## src/rtl/cpu_pkg.sv

```systemverilog
package cpu_pkg;

	////////////////////
	// Widths and constants

	localparam int data_width = 16;
	localparam int addr_width = 14;
	localparam int prescale_width = 16; // Up to 65535 clocks per ms

	typedef logic [data_width-1:0] data_t;
	typedef logic [addr_width-1:0] addr_t;
	typedef logic [3:0] reg_addr_t;

	localparam addr_t pc_top = {addr_width{1'b1}}; // Reset vector, pc counts down
	localparam reg_addr_t box_x_reg = 4'd14; // Touch box bounds, high byte max, low byte min
	localparam reg_addr_t box_y_reg = 4'd15;

	////////////////////
	// Instruction set

	typedef enum logic [3:0] {
		op_add     = 4'h0,
		op_sub     = 4'h1,
		op_and     = 4'h2,
		op_or      = 4'h3,
		op_addi    = 4'h4, // rd = rd + imm8
		op_load    = 4'h5, // rd = mem[rb]
		op_store   = 4'h6, // mem[rb] = rd
		op_jmp     = 4'h7, // pc = pc_top - rd
		op_bz      = 4'h8,
		op_wait    = 4'h9,
		op_tchbrch = 4'ha
	} op_t;

	// imm8 is {ra, rb}, offset12 is {rd, ra, rb}
	typedef struct packed {
		op_t opcode;
		reg_addr_t rd;
		reg_addr_t ra;
		reg_addr_t rb;
	} instr_t;

	typedef struct packed {
		logic zero;
		logic negative;
	} flags_t;

	// Host load words and the outgoing store stream
	typedef struct packed {
		addr_t addr;
		data_t data;
	} mem_write_t;

	typedef struct packed {
		logic [11:0] x;
		logic [11:0] y;
	} touch_pos_t;

	typedef enum logic [3:0] {
		st_fetch,
		st_decode,
		st_alu,
		st_jmp,
		st_load1,
		st_load2,
		st_store,
		st_wait,
		st_bz,
		st_tchbrch
	} ctrl_state_t;

endpackage

```

## src/rtl/register_file.sv

```systemverilog
`timescale 1ns/1ps

module register_file import cpu_pkg::*; (
	input logic clk,
	input logic wait_reset,
	input logic we,
	input reg_addr_t waddr,
	input data_t wdata,
	input reg_addr_t raddr_a,
	input reg_addr_t raddr_b,
	output data_t rdata_a,
	output data_t rdata_b
);

	data_t regs [16];

	// Reads are combinational
	assign rdata_a = regs[raddr_a];
	assign rdata_b = regs[raddr_b];

	always_ff @(posedge clk)
	begin
		if (wait_reset)
		begin
			regs <= '{default: '0};
		end
		else if (we)
		begin
			regs[waddr] <= wdata;
		end
	end

endmodule

```

## config.mk

```make
export PLATFORM = sky130hd
export DESIGN_NAME = register_file
export DESIGN_NICKNAME = d
export VERILOG_FILES = /design/src/rtl/cpu_pkg.sv /design/src/rtl/register_file.sv
export SDC_FILE = /design/constraint.sdc
export NUM_CORES = 1
export LEC_CHECK = 0
export BUFFER_PORTS_ARGS = -buffer_cell sky130_fd_sc_hd__buf_2
export CORE_ASPECT_RATIO = 0.5
export CORE_MARGIN = 4
export CORE_UTILIZATION = 52
export DETAILED_ROUTE_END_ITERATION = 16
export GPL_TIMING_DRIVEN = 0
export PLACE_DENSITY = 0.73
export SLEW_MARGIN = 30
export SYNTH_ARGS = -nofsm -noshare
export SYNTH_HDL_FRONTEND = slang
export SYNTH_SLANG_ARGS = --single-unit
```

## constraint.sdc

```tcl
create_clock -name clk -period 2.7 [get_ports clk]
set_input_delay 0.675 -clock clk [delete_from_list [all_inputs] [get_ports clk]]
set_output_delay 0.675 -clock clk [all_outputs]
set_load 0.05 [all_outputs]
```

==> impl_metrics.yaml <==
yosys:
  syn_area_per_cell_um2: 9.25
  synth_cells: 1484
  syn_area_um2: 13700
  synth-seq-cells: 256
  yosysTopAreaCellShare_pct: 37.3
  synthDistinctLibCells: 26
  synth_edf_count: 0
  synth.area.top_cells: "dfxtp_1 37%, mux4_2 14%, nand3_1 9.4%"
  synth_top_area_cell: "dfxtp_1"
  ys.flop_type: "dfxtp_1"
  ys_warn_count: 0
  async_flop_share_pct: 0
  syn_nets: 1515
  synth_seq_area_share_pct: 37.3
timing:
  relSlewSlack_pct: 41.8
  fin_skew_ns: 0
  post-route-min-period_ns: 2.84
  fmax_mhz: 352
  tns_ns: -1.64
  max_slew.worst_pin.slew_ns: 0.872
  slew_violations: 0
  hold_viol: 0
  rsz0062_at_grt: "true"
  setup_viol: 26
  fin_crit_sh_pct: 105
  fin_ws_ns: -0.138
place:
  place_inst: 1866
  portBuffers: 38
  gp_congestion: 0.969
  dpl_cell_area_um2: 14400
  hpwl_um: 39300
cells_and_area:
  syn2layout_area_growth_pct: 20.8
  drive_gt1_share_pct: 22.6
  n_antenna_cell: 0
  fillers: 1981
  final_common_cell: "nand3_1"
  num-nets-final: 1617
  reg_top3: "regs (256)"
  final_cell_mix: "257 x nand3_1, 256 x o21ai_0, 256 x a21oi_1, 256 x dfxtp_1, 119 x clkbuf_1"
  largest_reg_flops: 256
  stdcell_count: 1948
  regMostFlops: "regs"
  final_area_um2: 16600
floorplan:
  die_x_um: 238
  start_util_pct: 53.6
  pin_count: 63
  rows: 41
  fp.coreArea_um2: 25600
  die_h_um: 123
  dieArea_um2: 29200
worst_setup_path:
  slowest_stage: "mux4_2"
  worst-path-max-fanout: 6
  start_kind: "input port"
  end_kind: "output port"
  cp_top_family: "multiplexers"
  timing.setup.critical_path_class: "in -> out"
  crit_required_ns: 2.03
  slowest_delay_ns: 0.56
  path_buf_inv: 3
  crit_path_cell_trace: "buf_16, buf_12, mux4_2, a22oi_2, nand2_1, buf_6"
  arrival_ns: 2.16
routing:
  final_antenna_net_count: 0
  drt_iter0_drc: 2603
  viasPerCell: 7.24
  routedWlPerCell_um: 29.1
  dr.pass1.iters: 6
  drc: 0
  vias: 14100
  routed_wl_um: 56700
global_route:
  grt_overflow: 0
  grt_pass1_vias: 13300
  grt_max_degree: 16
  grtUsageTotal_pct: 37.5
  grt_pass1_wl_um: 82400
  grt_antenna_before_repair: 2
clocking:
  clock_path_buffers: 3
  root_buffer: "clkbuf_16"
  clk-insertion-delay-late_ns: 0.54
  cts_buffers: 25
  clk_pin_slew_ns: 0.06
  cts_tree: "yes"
  htreeDepth: 1
  cts.sinks: 256
status:
  violations: "setup timing"
  status: "finished, violations left"
pwr:
  power.leakage_uw: 0.00553
  vdd_drop_max_mv: 0.376
  cellPowerDensity_nw_per_um2: 546
  power_uw: 9050
job:
  maxCapViolations: 0
min_path:
  hold_class: "reg -> reg"
-- synthesized netlist by cell type (all sizes together), types with 3 or more instances --
cell type,instances
and2,3
a21oi,256
mux4,128
a22oi,64
o21ai,256
dfxtp,256
nand2,33
buf,83
nor2b,6
clkbuf,129
nand3,257
nor2,3
-- path summary, 6_finish.rpt --
check / startpoint / endpoint / slack (ns) / cells after the start
max: raddr_a[0] / rdata_a[2] / -0.14 / 6
max reg2reg: regs[232] / regs[232] / 1.90 / 2
min: regs[135] / regs[135] / 0.49 / 2
min reg2reg: regs[135] / regs[135] / 0.49 / 2
-- per-stage QoR --
step	hold slack, ns	utilization (%)	setup slack (ns)
detailed placement	0.476	56.1	-0.613
global route	0.510	64.8	-0.116
CTS	0.484	63.8	-0.0686
finish	0.493	64.8	-0.138
floorplan	0.458	-	0.0152
global placement	0.465	56.1	-0.606
-- power by group --
group / total [uW] / internal [uW] / leakage [uW] / switching, uW
Clock: 3980 / 2340 / 0.000456 / 1630
Combinational: 1210 / 406 / 0.00301 / 809
Sequential: 3860 / 3820 / 0.00207 / 38.6
-- worst reg2reg max path, stage by stage, from the launching register on --
cell,delay (ns)
dfxtp_1,0.39
o21ai_0,0.10
a21oi_1,0.22
-- layout make-up --
type / instances / area, um2 / area share, %
clock inverters: 13 / 196 / 1.18
flip-flops and latches: 256 / 5120 / 30.9
clock buffers: 32 / 712 / 4.29
well taps: 344 / 430 / 2.60
plain buffers: 210 / 1300 / 7.84
multi-input cells: 1016 / 7850 / 47.3
repair buffers: 77 / 966 / 5.83
-- layer usage --
layer  global-route usage (%)  vias to the layer above  share of wire [%]
met1                     48.4                     6827                 36
li1                         -                     5823                  -
met2                     57.7                     1232                 43
met5                        0                        -               0.23
met4                     10.7                        6                3.6
met3                     16.7                      221                 17
-- kinds of logic (layout without fill, tap and decap cells) --
kind of cell           Yosys count  after routing  share of synthesized area, %
AOI/OAI and AO/OA              576            576                          22.2
buffers and inverters          212            332                          6.96
DFF                            256            256                          37.3
muxes                          128            128                          22.2
and+or+nand+nor                312            312                          11.3
-- what timing repair did --
item,4_1_cts,5_1_grt
hold buffers,0,0
cloned,10,3
setup buffers,11,16
gates resized for setup,228,34
setup endpoints to repair,32,31
pin swaps,32,34
(Power assumes the default switching activity.)
