$ cat config.mk
export PLATFORM = sky130hd
export DESIGN_NAME = alu
export DESIGN_NICKNAME = d
export VERILOG_FILES = /design/src/rtl/cpu_pkg.sv /design/src/rtl/alu.sv
export SDC_FILE = /design/constraint.sdc
export NUM_CORES = 1
export LEC_CHECK = 0
export BUFFER_PORTS_ARGS = -buffer_cell sky130_fd_sc_hd__clkbuf_2
export CORE_UTILIZATION = 53
export DETAILED_ROUTE_END_ITERATION = 8
export PLACE_DENSITY = 0.95
export SLEW_MARGIN = 10
export SYNTH_ARGS = -nofsm -noshare
export SYNTH_HDL_FRONTEND = slang
export SYNTH_SLANG_ARGS = --single-unit
export TNS_END_PERCENT = 1
$ cat constraint.sdc
create_clock -name vclk -period 7.3
set_clock_uncertainty 0.15 [all_clocks]
set_input_delay 1.095 -clock vclk [all_inputs]
set_output_delay 1.095 -clock vclk [all_outputs]
set_load 0.05 [all_outputs]
$ cat src/rtl/cpu_pkg.sv
package cpu_pkg;

	////////////////////
	// Widths and constants

	localparam int data_width = 16;
	localparam int addr_width = 14;
	localparam int prescale_width = 16; // Up to 65535 clocks per ms

	typedef logic [data_width-1:0] data_t;
	typedef logic [addr_width-1:0] addr_t;
	typedef logic [3:0] reg_addr_t;

	localparam addr_t pc_top = {addr_width{1'b1}}; // Reset vector, pc counts down
	localparam reg_addr_t box_x_reg = 4'd14; // Touch box bounds, high byte max, low byte min
	localparam reg_addr_t box_y_reg = 4'd15;

	////////////////////
	// Instruction set

	typedef enum logic [3:0] {
		op_add     = 4'h0,
		op_sub     = 4'h1,
		op_and     = 4'h2,
		op_or      = 4'h3,
		op_addi    = 4'h4, // rd = rd + imm8
		op_load    = 4'h5, // rd = mem[rb]
		op_store   = 4'h6, // mem[rb] = rd
		op_jmp     = 4'h7, // pc = pc_top - rd
		op_bz      = 4'h8,
		op_wait    = 4'h9,
		op_tchbrch = 4'ha
	} op_t;

	// imm8 is {ra, rb}, offset12 is {rd, ra, rb}
	typedef struct packed {
		op_t opcode;
		reg_addr_t rd;
		reg_addr_t ra;
		reg_addr_t rb;
	} instr_t;

	typedef struct packed {
		logic zero;
		logic negative;
	} flags_t;

	// Host load words and the outgoing store stream
	typedef struct packed {
		addr_t addr;
		data_t data;
	} mem_write_t;

	typedef struct packed {
		logic [11:0] x;
		logic [11:0] y;
	} touch_pos_t;

	typedef enum logic [3:0] {
		st_fetch,
		st_decode,
		st_alu,
		st_jmp,
		st_load1,
		st_load2,
		st_store,
		st_wait,
		st_bz,
		st_tchbrch
	} ctrl_state_t;

endpackage

$ cat src/rtl/alu.sv
`timescale 1ns/1ps

module alu import cpu_pkg::*; (
	input op_t op,
	input data_t a,
	input data_t b, // Zero-extended imm8 for add-immediate
	output data_t result,
	output flags_t flags
);

	always_comb
	begin
		case (op)
			op_add, op_addi:
			begin
				result = a + b;
			end
			op_sub:
			begin
				result = a - b;
			end
			op_and:
			begin
				result = a & b;
			end
			op_or:
			begin
				result = a | b;
			end
			default:
			begin
				result = a + b;
			end
		endcase
	end

	// Only zero and negative are kept
	assign flags.zero = (result == '0);
	assign flags.negative = result[data_width-1];

endmodule

==> results.json <==
{
  "outcome": "completed",
  "cp-start-kind": "input pin",
  "vias_per_cell": 6.234,
  "gp_congestion": 0.9146,
  "pwr-share-comb_pct": 100.0,
  "synthTopCellsByArea": "ha_1, nand2_1, a21oi_1",
  "final_nets": 326,
  "first_global_vias": 1758,
  "slew_viol_final": 0,
  "rsz0062_at_grt": "false",
  "p_int_w": 0.00008161,
  "synthSimpleGateAreaFrac_pct": 27.64,
  "max-slew-margin-rel_pct": 49.62,
  "drive_above_1_share_pct": 23.42,
  "hold_depth": 4,
  "sequentialPowerShare_pct": 0,
  "synth_area_per_cell_um2": 6.791,
  "num_rows": 18,
  "antenna_found_initial": 0,
  "syn_area_mm2": 0.001494,
  "tightest_slew_ns": 0.7557,
  "yosysWarnings": 0,
  "core_region_area_mm2": 0.002567,
  "worstPathArrival_ns": 5.23,
  "die_h_um": 55.09,
  "fmax_mhz": 154.4,
  "grt_max_degree": 26,
  "synth_top_area_share_pct": 15.08,
  "placement.cell_area_mm2": 0.001787,
  "drt_iter0_drc": 66,
  "p_leak_nw": 0.8272,
  "critical_path_class": "input pin to primary output",
  "hold_buffers": 0,
  "antenna-diode-count": 0,
  "ios": 54,
  "clkbuf_count": 0,
  "synth_top_family_by_area": "compound AO/OA/AOI/OAI gates",
  "cts.repair.resized": 0,
  "area_delta_synth_final_pct": 19.60,
  "power.density_mw_per_mm2": 141.6,
  "initial_core_util_pct": 58.19,
  "overflow": 0,
  "power_switching_share_pct": 67.75,
  "fin_setup_tns_ns": 0,
  "layout_common_cells": "clkbuf_2, nand2_1, o21ai_0, a21oi_1, nor2_1",
  "finalHoldViolations": 0,
  "cp_top_family": "simple AND/OR/NAND/NOR gates",
  "grt_usage_pct": 31.21,
  "regArea_um2": 0,
  "path_buf_inv": 3,
  "syn-num-nets": 275,
  "die_w_um": 55.09,
  "switchingPower_w": 0.0001714,
  "synth_top_cell_by_area": "ha_1",
  "hold_path.startpoint": "b[15]",
  "cp_max_fo": 10,
  "drtPass1Iterations": 4,
  "avgRoutedWirePerCell_um": 14.67,
  "post-dp-hpwl_mm": 3.615,
  "clock_power_share_pct": 0,
  "slowest_delay_ns": 0.52,
  "finalCritPeriodShare_pct": 88.73,
  "num_vias": 1864,
  "fin_crit_ns": 6.477,
  "synthAdderAreaFrac_pct": 22.45,
  "synth_xor_area_share_pct": 11.14,
  "crit_path_cell_trace": "clkbuf_2, nor2_1, nand3b_1, o21ai_0, inv_1, ha_1, nor2b_1, o21ai_0, or3b_1, a31o_2, or4b_1, or4_1, nor4_2, nor4b_2, and4_1, clkbuf_2",
  "muxShareOfSynthArea_pct": 2.094,
  "worstHoldEndpoint": "result[15]",
  "ir_worst_vdd_mv": 0.1121,
  "worstPathRequired_ns": 6.05,
  "final_design_area_no_fill_mm2": 0.001787,
  "drc": 0,
  "drt_wl_total_mm": 4.386,
  "setup_viol": 0,
  "synth_cells": 220,
  "io_buffers": 54,
  "slowest_stage": "or4b_1",
  "end_kind": "primary output",
  "cts_setup_buffers": 0,
  "final_common_cell": "clkbuf_2",
  "fin_util_pct": 69.59,
  "nFlopsAndLatches": 0,
  "synth_compound_area_share_pct": 32.41,
  "fp.dieArea_mm2": 0.003035,
  "ys_seq_area_share_pct": 0,
  "final_antenna_net_count": 0,
  "yosys.cell_types.count": 50,
  "cap_violations": 0,
  "hold_class": "input pin to primary output",
  "total_power_w": 0.0002530,
  "grt_first_pass_wirelength_mm": 7.065
}
==> final cells by class <==
class | instances | area (µm²)
fillers | 236 | 780.7
inverters | 9 | 33.78
multi-input cells | 204 | 1430
well taps | 30 | 37.54
repair buffers | 56 | 285.3
==> power by group through the flow <==
stage          Combinational (W)  Clock, W  Sequential (W)
6_report                0.000253         0               0
5_1_grt                 0.000273         0               0
4_1_cts                 0.000251         0               0
3_5_place_dp            0.000250         0               0
3_3_place_gp            0.000244         0               0
2_1_floorplan           0.000193         0               0
==> synth_stat cells, types with 3 or more instances <==
cell	n
inv_1	9
or3_1	5
ha_1	18
a211oi_1	4
a31o_2	3
o22ai_1	3
nor2b_1	3
o41ai_1	4
nand2_1	27
o31ai_1	3
clkbuf_1	5
a21oi_1	20
xor2_1	9
xnor2_1	10
o21a_1	6
o21ai_0	20
nor2_1	19
nand2b_1	3
maj3_1	9
nand3_1	3
nor3_1	4
==> worst max-delay path by stage <==
stage / start / end / slack [ns] / cells after the start
floorplan: op[0] / flags[1] / 0.09 / 16
global placement: op[3] / flags[1] / 1.02 / 16
detailed placement: op[3] / flags[1] / 0.82 / 16
CTS: op[3] / flags[1] / 0.80 / 16
global route: op[3] / flags[1] / 0.49 / 16
finish: op[3] / flags[1] / 0.82 / 16
==> cell families after synthesis <==
logic type	after synthesis
muxes	3
buffers and inverters	16
and+or+nand+nor	79
AOI/OAI and AO/OA	75
xor gates and xnor gates	19
adders and majority gates	28
==> metrics by stage <==
step	worst slack, ns	instances	hold WS [ns]
floorplan	0.09088	220	2.383
global placement	1.022	299	2.520
detailed placement	0.8223	299	2.527
CTS	0.8023	299	2.527
global route	0.4900	299	2.592
finish	0.8227	299	2.523
==> layer usage <==
metal  global-route usage (%)  vias up  wire, µm
met3                    3.825       12       362
li1                         -      925         -
met1                    36.12      845      1766
met4                    11.25        0        82
met5                        0        -         0
met2                    57.83       82      2174
Note: power is estimated with default switching activity, not from simulation.
