<file path="src/rtl/cpu_pkg.sv">
package cpu_pkg;

	////////////////////
	// Widths and constants

	localparam int data_width = 16;
	localparam int addr_width = 14;
	localparam int prescale_width = 16; // Up to 65535 clocks per ms

	typedef logic [data_width-1:0] data_t;
	typedef logic [addr_width-1:0] addr_t;
	typedef logic [3:0] reg_addr_t;

	localparam addr_t pc_top = {addr_width{1'b1}}; // Reset vector, pc counts down
	localparam reg_addr_t box_x_reg = 4'd14; // Touch box bounds, high byte max, low byte min
	localparam reg_addr_t box_y_reg = 4'd15;

	////////////////////
	// Instruction set

	typedef enum logic [3:0] {
		op_add     = 4'h0,
		op_sub     = 4'h1,
		op_and     = 4'h2,
		op_or      = 4'h3,
		op_addi    = 4'h4, // rd = rd + imm8
		op_load    = 4'h5, // rd = mem[rb]
		op_store   = 4'h6, // mem[rb] = rd
		op_jmp     = 4'h7, // pc = pc_top - rd
		op_bz      = 4'h8,
		op_wait    = 4'h9,
		op_tchbrch = 4'ha
	} op_t;

	// imm8 is {ra, rb}, offset12 is {rd, ra, rb}
	typedef struct packed {
		op_t opcode;
		reg_addr_t rd;
		reg_addr_t ra;
		reg_addr_t rb;
	} instr_t;

	typedef struct packed {
		logic zero;
		logic negative;
	} flags_t;

	// Host load words and the outgoing store stream
	typedef struct packed {
		addr_t addr;
		data_t data;
	} mem_write_t;

	typedef struct packed {
		logic [11:0] x;
		logic [11:0] y;
	} touch_pos_t;

	typedef enum logic [3:0] {
		st_fetch,
		st_decode,
		st_alu,
		st_jmp,
		st_load1,
		st_load2,
		st_store,
		st_wait,
		st_bz,
		st_tchbrch
	} ctrl_state_t;

endpackage

</file>
<file path="src/rtl/cpu_control.sv">
`timescale 1ns/1ps

module cpu_control import cpu_pkg::*; #(
	parameter int cycles_per_ms = 25000
) (
	input logic clk,
	input logic wait_reset,
	input logic run,
	input data_t mem_rdata,
	input data_t alu_result,
	input flags_t alu_flags,
	input data_t reg_a,
	input data_t reg_b,
	input touch_pos_t touch,
	output addr_t mem_addr,
	output logic mem_we,
	output data_t mem_wdata,
	output op_t alu_op,
	output logic alu_b_sel_imm,
	output data_t alu_imm,
	output logic reg_we,
	output reg_addr_t reg_waddr,
	output reg_addr_t reg_raddr_a,
	output reg_addr_t reg_raddr_b,
	output data_t reg_wdata,
	output mem_write_t store,
	output logic store_valid,
	input logic store_ready
);

	ctrl_state_t state, next_state;
	instr_t ir;
	addr_t pc;
	flags_t saved_flags;
	op_t fetched_op;
	logic [11:0] offset12;
	addr_t branch_off;
	logic [prescale_width-1:0] prescale;
	logic [11:0] ms_count;
	logic pc_dec, pc_branch, pc_jump;
	logic flags_we;
	logic wait_count, wait_clear;
	logic touch_hit;

	assign fetched_op = op_t'(mem_rdata[15:12]); // Instruction word arrives in decode
	assign offset12 = {ir.rd, ir.ra, ir.rb};
	assign branch_off = {{(addr_width - 12){offset12[11]}}, offset12};

	// Strictly inside the box, edges do not count
	assign touch_hit = (touch.x[11:4] > reg_a[7:0]) && (touch.x[11:4] < reg_a[15:8])
		&& (touch.y[11:4] > reg_b[7:0]) && (touch.y[11:4] < reg_b[15:8]);

	// Store data goes through the ALU as rd + 0
	assign mem_wdata = alu_result;
	assign store.addr = reg_b[addr_width-1:0];
	assign store.data = alu_result;
	assign store_valid = (state == st_store);
	assign mem_we = store_valid && store_ready;

	assign reg_waddr = ir.rd;
	assign reg_wdata = (state == st_load2) ? mem_rdata : alu_result;

	////////////////////
	// Next state and datapath steering

	always_comb
	begin
		next_state = st_fetch;
		mem_addr = pc;
		alu_op = op_addi; // Pass-through of rd for jump and store
		alu_b_sel_imm = 1'b1;
		alu_imm = '0;
		reg_we = 1'b0;
		reg_raddr_a = ir.rd;
		reg_raddr_b = ir.rb;
		pc_dec = 1'b0;
		pc_branch = 1'b0;
		pc_jump = 1'b0;
		flags_we = 1'b0;
		wait_count = 1'b0;
		wait_clear = 1'b0;

		case (state)
			st_fetch:
				next_state = st_decode;
			st_decode:
			begin
				case (fetched_op)
					op_load: next_state = st_load1;
					op_store: next_state = st_store;
					op_jmp: next_state = st_jmp;
					op_bz: next_state = st_bz;
					op_wait: next_state = st_wait;
					op_tchbrch: next_state = st_tchbrch;
					default: next_state = st_alu; // Register and immediate ops
				endcase
			end
			st_alu:
			begin
				alu_op = ir.opcode;
				alu_b_sel_imm = (ir.opcode == op_addi);
				alu_imm = {8'h00, ir.ra, ir.rb};
				if (ir.opcode != op_addi)
				begin
					reg_raddr_a = ir.ra;
				end
				reg_we = 1'b1;
				flags_we = 1'b1;
				pc_dec = 1'b1;
			end
			st_jmp:
				pc_jump = 1'b1;
			st_load1:
			begin
				mem_addr = reg_b[addr_width-1:0]; // Address from rb
				next_state = st_load2;
			end
			st_load2:
			begin
				reg_we = 1'b1;
				pc_dec = 1'b1;
			end
			st_store:
			begin
				mem_addr = reg_b[addr_width-1:0];
				if (store_ready)
				begin
					pc_dec = 1'b1;
				end
				else
				begin
					next_state = st_store; // Hold until the stream takes it
				end
			end
			st_wait:
			begin
				if (ms_count == offset12)
				begin
					wait_clear = 1'b1;
					pc_dec = 1'b1;
				end
				else
				begin
					wait_count = 1'b1;
					next_state = st_wait;
				end
			end
			st_bz:
			begin
				pc_branch = saved_flags.zero;
				pc_dec = !saved_flags.zero;
			end
			st_tchbrch:
			begin
				reg_raddr_a = box_x_reg;
				reg_raddr_b = box_y_reg;
				pc_branch = touch_hit;
				pc_dec = !touch_hit;
			end
			default:
				next_state = st_fetch;
		endcase
	end

	////////////////////
	// State, pc and flags

	always_ff @(posedge clk)
	begin
		if (wait_reset)
		begin
			state <= st_fetch;
			pc <= pc_top;
			saved_flags <= '0;
		end
		else if (!run)
		begin
			state <= st_fetch; // Parked while the host loads
			pc <= pc_top;
		end
		else
		begin
			state <= next_state;
			if (flags_we)
			begin
				saved_flags <= alu_flags;
			end
			if (pc_jump)
			begin
				pc <= pc_top - alu_result[addr_width-1:0];
			end
			else if (pc_branch)
			begin
				pc <= pc - branch_off;
			end
			else if (pc_dec)
			begin
				pc <= pc - 1'b1;
			end
		end
	end

	always_ff @(posedge clk)
	begin
		if (state == st_decode)
		begin
			ir <= instr_t'(mem_rdata);
		end
	end

	////////////////////
	// Millisecond timer for wait

	always_ff @(posedge clk)
	begin
		if (wait_reset || wait_clear)
		begin
			prescale <= '0;
			ms_count <= '0;
		end
		else if (wait_count)
		begin
			if (prescale == prescale_width'(cycles_per_ms - 1))
			begin
				prescale <= '0;
				ms_count <= ms_count + 1'b1;
			end
			else
			begin
				prescale <= prescale + 1'b1;
			end
		end
	end

endmodule

</file>
<file path="config.mk">
export PLATFORM = sky130hd
export DESIGN_NAME = cpu_control
export DESIGN_NICKNAME = d
export VERILOG_FILES = /design/src/rtl/cpu_pkg.sv /design/src/rtl/cpu_control.sv
export SDC_FILE = /design/constraint.sdc
export NUM_CORES = 1
export LEC_CHECK = 0
export BUFFER_PORTS_ARGS = -buffer_cell sky130_fd_sc_hd__buf_2
export CORE_ASPECT_RATIO = 1.75
export CORE_MARGIN = 8
export CORE_UTILIZATION = 50
export CTS_CLUSTER_SIZE = 40
export DETAILED_ROUTE_END_ITERATION = 16
export PLACE_DENSITY_LB_ADDON = 0.12
export SETUP_SLACK_MARGIN = 0.3
export SYNTH_ARGS = -nofsm -noshare
export SYNTH_HDL_FRONTEND = slang
export SYNTH_SLANG_ARGS = --single-unit
</file>
<file path="constraint.sdc">
create_clock -name clk -period 4.4 [get_ports clk]
set_input_delay 0.88 -clock clk [delete_from_list [all_inputs] [get_ports clk]]
set_output_delay 0.88 -clock clk [all_outputs]
set_load 0.005 [all_outputs]
</file>
==> results of run 1 <==
## cell type report
class	instances	area, sq um
timing repair buffer	212	1120
sequential	63	1420
inverter	42	158
clock inverter	3	17.5
tap	127	159
fill	964	3830
clock buffer	13	260
antenna	1	2.50
multi-input combinational	463	3330
## cells in the mapped netlist (7+ instances only)
master     n
dfxtp_1   47
nor2_1    58
ha_1      45
o21ai_0   27
edfxtp_1  16
xor2_1    18
nand3_1   18
inv_1     42
nand4_1   16
mux2_2    28
a21oi_1   27
buf_4     58
buf_2      9
o211ai_1   7
nor2b_1    9
clkbuf_1   8
nor3_1    12
xnor2_1   25
nand2b_1   9
nand2_1   53
a211oi_1   7
and2_1    11
## layer usage
layer / vias to the layer above / global-route usage / wire length (um)
met5: - / 0 / 0
met4: 0 / 0.120 / 877
met3: 50 / 0.0414 / 486
met2: 130 / 0.454 / 9870
met1: 2427 / 0.236 / 6340
li1: 2456 / - / -
## cell families after synthesis
kind of cell               Yosys count  share of synthesized area
adders and majority gates           46                      0.110
muxes                               34                     0.0709
AOI/OAI and AO/OA                   99                      0.117
xor gates and xnor gates            44                     0.0742
buffers and inverters              120                      0.132
DFF                                 63                      0.268
other                                1                   0.000708
and+or+nand+nor                    232                      0.227
## sequential cells by signal (all words and copies together) (netlist names)
signal / cells
prescale: 16
pc: 14
ms_count: 12
branch_off: 8
ir: 4
reg_waddr: 4
state: 4
saved_flags: 1
## repair_timing
item,CTS,global route
setup buffers,0,2
setup endpoints to repair,0,6
resized for setup,0,24
## metrics by stage
step	instance area, sq um	setup WS, ns	cells	hold WS (ns)	utilization
3_3_place_gp	6050	0.0473	905	0.446	0.588
6_report	6470	0.390	924	0.463	0.628
2_1_floorplan	5320	0.338	646	0.431	-
5_1_grt	6470	0.228	924	0.500	0.628
3_5_place_dp	6050	-0.00690	905	0.457	0.588
4_1_cts	6330	0.315	921	0.464	0.615
## path summary, 6_finish.rpt
kind                                                   from                     endpoint  slack (ns)  cells after the start
worst min-delay path            saved_flags[1]$_SDFFE_PP0P_  saved_flags[1]$_SDFFE_PP0P_        0.46                      2
worst min register to register  saved_flags[1]$_SDFFE_PP0P_  saved_flags[1]$_SDFFE_PP0P_        0.46                      2
worst max-delay path                               reg_b[7]           pc[7]$_SDFFE_PP1P_        0.39                     21
worst max register to register          state[1]$_SDFF_PP0_           pc[7]$_SDFFE_PP1P_        0.85                     18
## worst max-delay path, delay by kind of cell
| family | cells | cell delay, ns |
|---|---|---|
| buf+inv | 5 | 0.58 |
| compound gates | 9 | 1.39 |
| simple gates | 5 | 0.76 |
| fa+ha+maj | 2 | 0.60 |
## where the power goes
| group | total, mW | switching, mW | internal (mW) |
|---|---|---|---|
| clock network | 0.666 | 0.256 | 0.410 |
| registers | 0.617 | 0.0121 | 0.605 |
| logic | 0.230 | 0.124 | 0.106 |
==> metrics.cfg, run 1 <==
[outcome]
status=complete, no violations

[timing]
max_slew_margin=0.401
min_period_ns=4.01
worst_pin_slew_ns=0.899
fmax_ghz=0.249
final-hold-violation-count=0
drv_slew=0
setup_violations=0
setup_tns_ns=0
period_share=0.911
finClkSkew_ns=0.00983
rsz0062_at_grt=no

[finish]
layout-drive-gt1-share=0.376
nets=931
final_cell_mix=188 x buf_2, 58 x nor2_1, 53 x nand2_1
syn_to_final_growth_pct=22.1
layout_commonest_cell=buf_2

[route]
vias_per_cell=5.48
drt-total-wl_mm=17.6
vias=5063
postRouteAntennaNets=0
wl_per_cell_um=19.0
drc=0
drt-pass1-iter-count=4
dr.first_iter.drc_count=169

[die]
die-height_um=152
core.rowCount=49
start_util=0.514
die-area_sq_um=14300
core_sq_um=10300
io_pins=206
dieWidth_um=93.8

[placed_design]
io_buffers=188
dpl.hpwl_mm=14.2
place.gp.congestion=0.902

[power_and_ir_drop]
power.density_nw_per_um2=234
p_leak_nw=2.86
total_power_mw=1.51
ir_drop_v=0.000215

[clock_tree]
root_buffer=clkbuf_16
path_clk_slew_ns=0.05
clk_latency_ns=0.33
cts_hold_buf=0
cts_buffer_depth=2
clkSinkCount=63
cts_buffers=9
cts_tree=built
cts_max_level=3

[yosys]
yosysTopAreaCell=dfxtp_1
yosys_most_used_dff=dfxtp_1
synthesis.area_sq_um=5300
synth_area_per_cell_sq_um=8.29
netlist.area_leader.share=0.178
synth_cells=639
async_reset_ff_frac=0
synth-edff-count=16
synth_area_leaders=dfxtp_1 18%, ha_1 11%, edfxtp_1 9.1%, buf_4 8.2%, mux2_2 6.0%
ys_warn_count=0
synth_seq_cells=63
ys_seq_area_frac=0.268
ys_types=66

[critical_path]
worstSetupEndpointType=flop
required_ns=4.62
cp_cell_sequence=buf_2 > inv_1 > ha_1 > nand4_1 > o22ai_1 > nor3_2 > o211ai_1 > o21ai_1 > buf_4 > buf_6 > nand2_1 > ha_1 > o21ai_1 > a21oi_2 > o21a_1 > o21a_1 > o21a_1 > or3_1 > a311oi_2 > buf_4 > nor2_1
crit_fanout=7
crit_top_cell=o21a_1
start_kind=input pin
critPathSlowestCell=or3_1
crit_type=input pin to flop
arrival_ns=4.23
worst_path_largest_cell_delay_ns=0.33

[hold_path]
min_path_type=flop to flop

[job]
maxCapViolCount=0

[global_route]
grt_max_degree=22
grt.total_usage=0.240
grt_overflow_total=0
grt_pass1_wl_mm=26.9
grt_pass1_vias=5395
antenna_found_initial=1

Power figures use the tool's default switching activity.
==> run 2: changes to the inputs <==
--- a/config.mk
+++ b/config.mk
@@ -13,6 +13,7 @@
 export DETAILED_ROUTE_END_ITERATION = 16
 export PLACE_DENSITY_LB_ADDON = 0.12
 export SETUP_SLACK_MARGIN = 0.3
+export SKIP_LAST_GASP = 1
 export SYNTH_ARGS = -nofsm -noshare
 export SYNTH_HDL_FRONTEND = slang
 export SYNTH_SLANG_ARGS = --single-unit
==> constraint.sdc (replaced) <==
create_clock -name clk -period 4.4 [get_ports clk]
set_input_delay 0.22 -clock clk [delete_from_list [all_inputs] [get_ports clk]]
set_output_delay 0.22 -clock clk [all_outputs]
set_load 0.005 [all_outputs]
==> run 2 against run 1 <==
Clock skew fell by 0.0030 ns. Core utilization fell by 2.3 points. Maximum frequency rose by 8.4%. Total power rose by 0.20%. Wire length fell by 5.7%. Combinational power fell by 5%.
==> metrics.cfg, run 2 (synthesis results as in run 1) <==
[clock_tree]
cts_max_level=3
cts_tree=built
clk_latency_ns=0.34
cts_buffers=9
root_buffer=clkbuf_16
clkSinkCount=63
cts_buffer_depth=2
cts_hold_buf=0
path_clk_slew_ns=0.05

[timing]
worst_pin_slew_ns=1.18
min_period_ns=3.70
finClkSkew_ns=0.00680
rsz0062_at_grt=no
final-hold-violation-count=0
hold_slack_ns=0.0691
fmax_ghz=0.270
max_slew_margin=0.214
fin_ws_ns=0.702
drv_slew=0
setup_tns_ns=0
period_share=0.840
setup_violations=0

[placed_design]
place_area_sq_um=5940
place.gp.congestion=0.926
pre_cts_ws_ns=0.334
io_buffers=188
dpl.hpwl_mm=13.7
placed_cells=890

[power_and_ir_drop]
power.density_nw_per_um2=243
p_comb_frac=0.144
ir_drop_v=0.000266
seqPwrFrac=0.406
p_sw_frac=0.244
power_frac_clock=0.449
total_power_mw=1.52
p_int_mw=1.15
switchingPower_uw=371
p_leak_nw=2.77

[critical_path]
critPathTopFamily=compound AO/OA/AOI/OAI gates
crit_type=flop to flop
rrSetupSlack_ns=0.70
arrival_ns=3.91
crit_buf_inv=1
crit_top_cell=o21a_1
regToRegStartpoint=state[1]$_SDFF_PP0_
rr_worst_depth=16
start_kind=flop
worst_path_largest_cell_delay_ns=0.43
crit_fanout=14
r2r-end=pc[7]$_SDFFE_PP1P_
critPathSlowestCell=a311oi_1
cp_cell_sequence=and4bb_2 > nand3_1 > nor3_1 > o211ai_1 > o21ai_1 > buf_4 > nand2_1 > ha_1 > o21ai_1 > a21oi_1 > o21a_1 > o21a_1 > o21a_1 > or3_1 > a311oi_1 > nor2_1
required_ns=4.61
worstSetupEndpointType=flop

[finish]
multi_input_area_sq_um=3210
top_regs=prescale x16, pc x14, ms_count x12
fin_util=0.605
nFillCells=975
stdcell_area_sq_um=6230
largest_reg_flops=16
fin_cells=906
layout-drive-gt1-share=0.338
largest-register=prescale
layout_commonest_cell=buf_2
nets=914
final_cell_mix=188 x buf_2, 58 x nor2_1, 53 x nand2_1
syn_to_final_growth_pct=17.7
seqCellArea_sq_um=1420

[route]
postRouteAntennaNets=0
vias=4944
drt-total-wl_mm=16.6
vias_per_cell=5.46
drc=0
wl_per_cell_um=18.3
dr.first_iter.drc_count=179
drt-pass1-iter-count=4

[die]
die-area_sq_um=14300
core_sq_um=10300
dieWidth_um=93.8
die-height_um=152
start_util=0.514
io_pins=206
core.rowCount=49

[job]
maxCapViolCount=0

[hold_path]
hp-start=mem_rdata[8]
hold_end=reg_waddr[0]$_DFFE_PP_
min_path_type=input pin to flop
worstHoldPathCells=1

[global_route]
grt_pass1_wl_mm=26.2
grt_max_degree=22
grt_overflow_total=0
grt.total_usage=0.235
grt_pass1_vias=5247
antenna_found_initial=1

[outcome]
status=complete, no violations

[run 2: power groups by stage]
stage | Sequential [mW] | Combinational [mW] | Clock (mW)
final | 0.616 | 0.219 | 0.682
after global routing | 0.617 | 0.244 | 0.717
after CTS | 0.616 | 0.220 | 0.694
after detailed placement | 0.628 | 0.219 | 0
after global placement | 0.628 | 0.212 | 0
after floorplan | 0.623 | 0.138 | 0
[run 2: final cells by class]
cell class / count / share of cell area
Antenna cell: 1 / 0.000401
Clock buffer: 15 / 0.0462
Inverter: 42 / 0.0253
Multi-Input combinational cell: 463 / 0.515
Sequential cell: 63 / 0.228
Tap cell: 127 / 0.0255
Timing Repair Buffer: 195 / 0.159
[run 2: metal layers]
| metal | part of all wire | wire [um] | GRT usage |
|---|---|---|---|
| met1 | 0.34 | 5690 | 0.218 |
| met5 | 0 | 0 | 0 |
| met4 | 0.061 | 1010 | 0.163 |
| met2 | 0.56 | 9290 | 0.441 |
| met3 | 0.035 | 585 | 0.0355 |
[run 2: timing repair]
item / in CTS / in global routing
endpoints found under the setup margin: 0 / 2
hold endpoints to repair: 0 / 0
setup buffers: 0 / 0
gates resized for setup: 0 / 2
[run 2: how the worst max path moves through the flow]
stage | startpoint | to | slack [ns] | cells past startpoint
after floorplan | reg_b[1] | pc[12]$_SDFFE_PP1P_ | 1.0 | 19
after global placement | reg_b[1] | pc[12]$_SDFFE_PP1P_ | 0.35 | 20
after detailed placement | reg_b[1] | pc[12]$_SDFFE_PP1P_ | 0.33 | 20
after CTS | state[1]$_SDFF_PP0_ | pc[12]$_SDFFE_PP1P_ | 0.62 | 16
after global routing | state[1]$_SDFF_PP0_ | pc[12]$_SDFFE_PP1P_ | 0.31 | 16
final | state[1]$_SDFF_PP0_ | pc[7]$_SDFFE_PP1P_ | 0.70 | 16
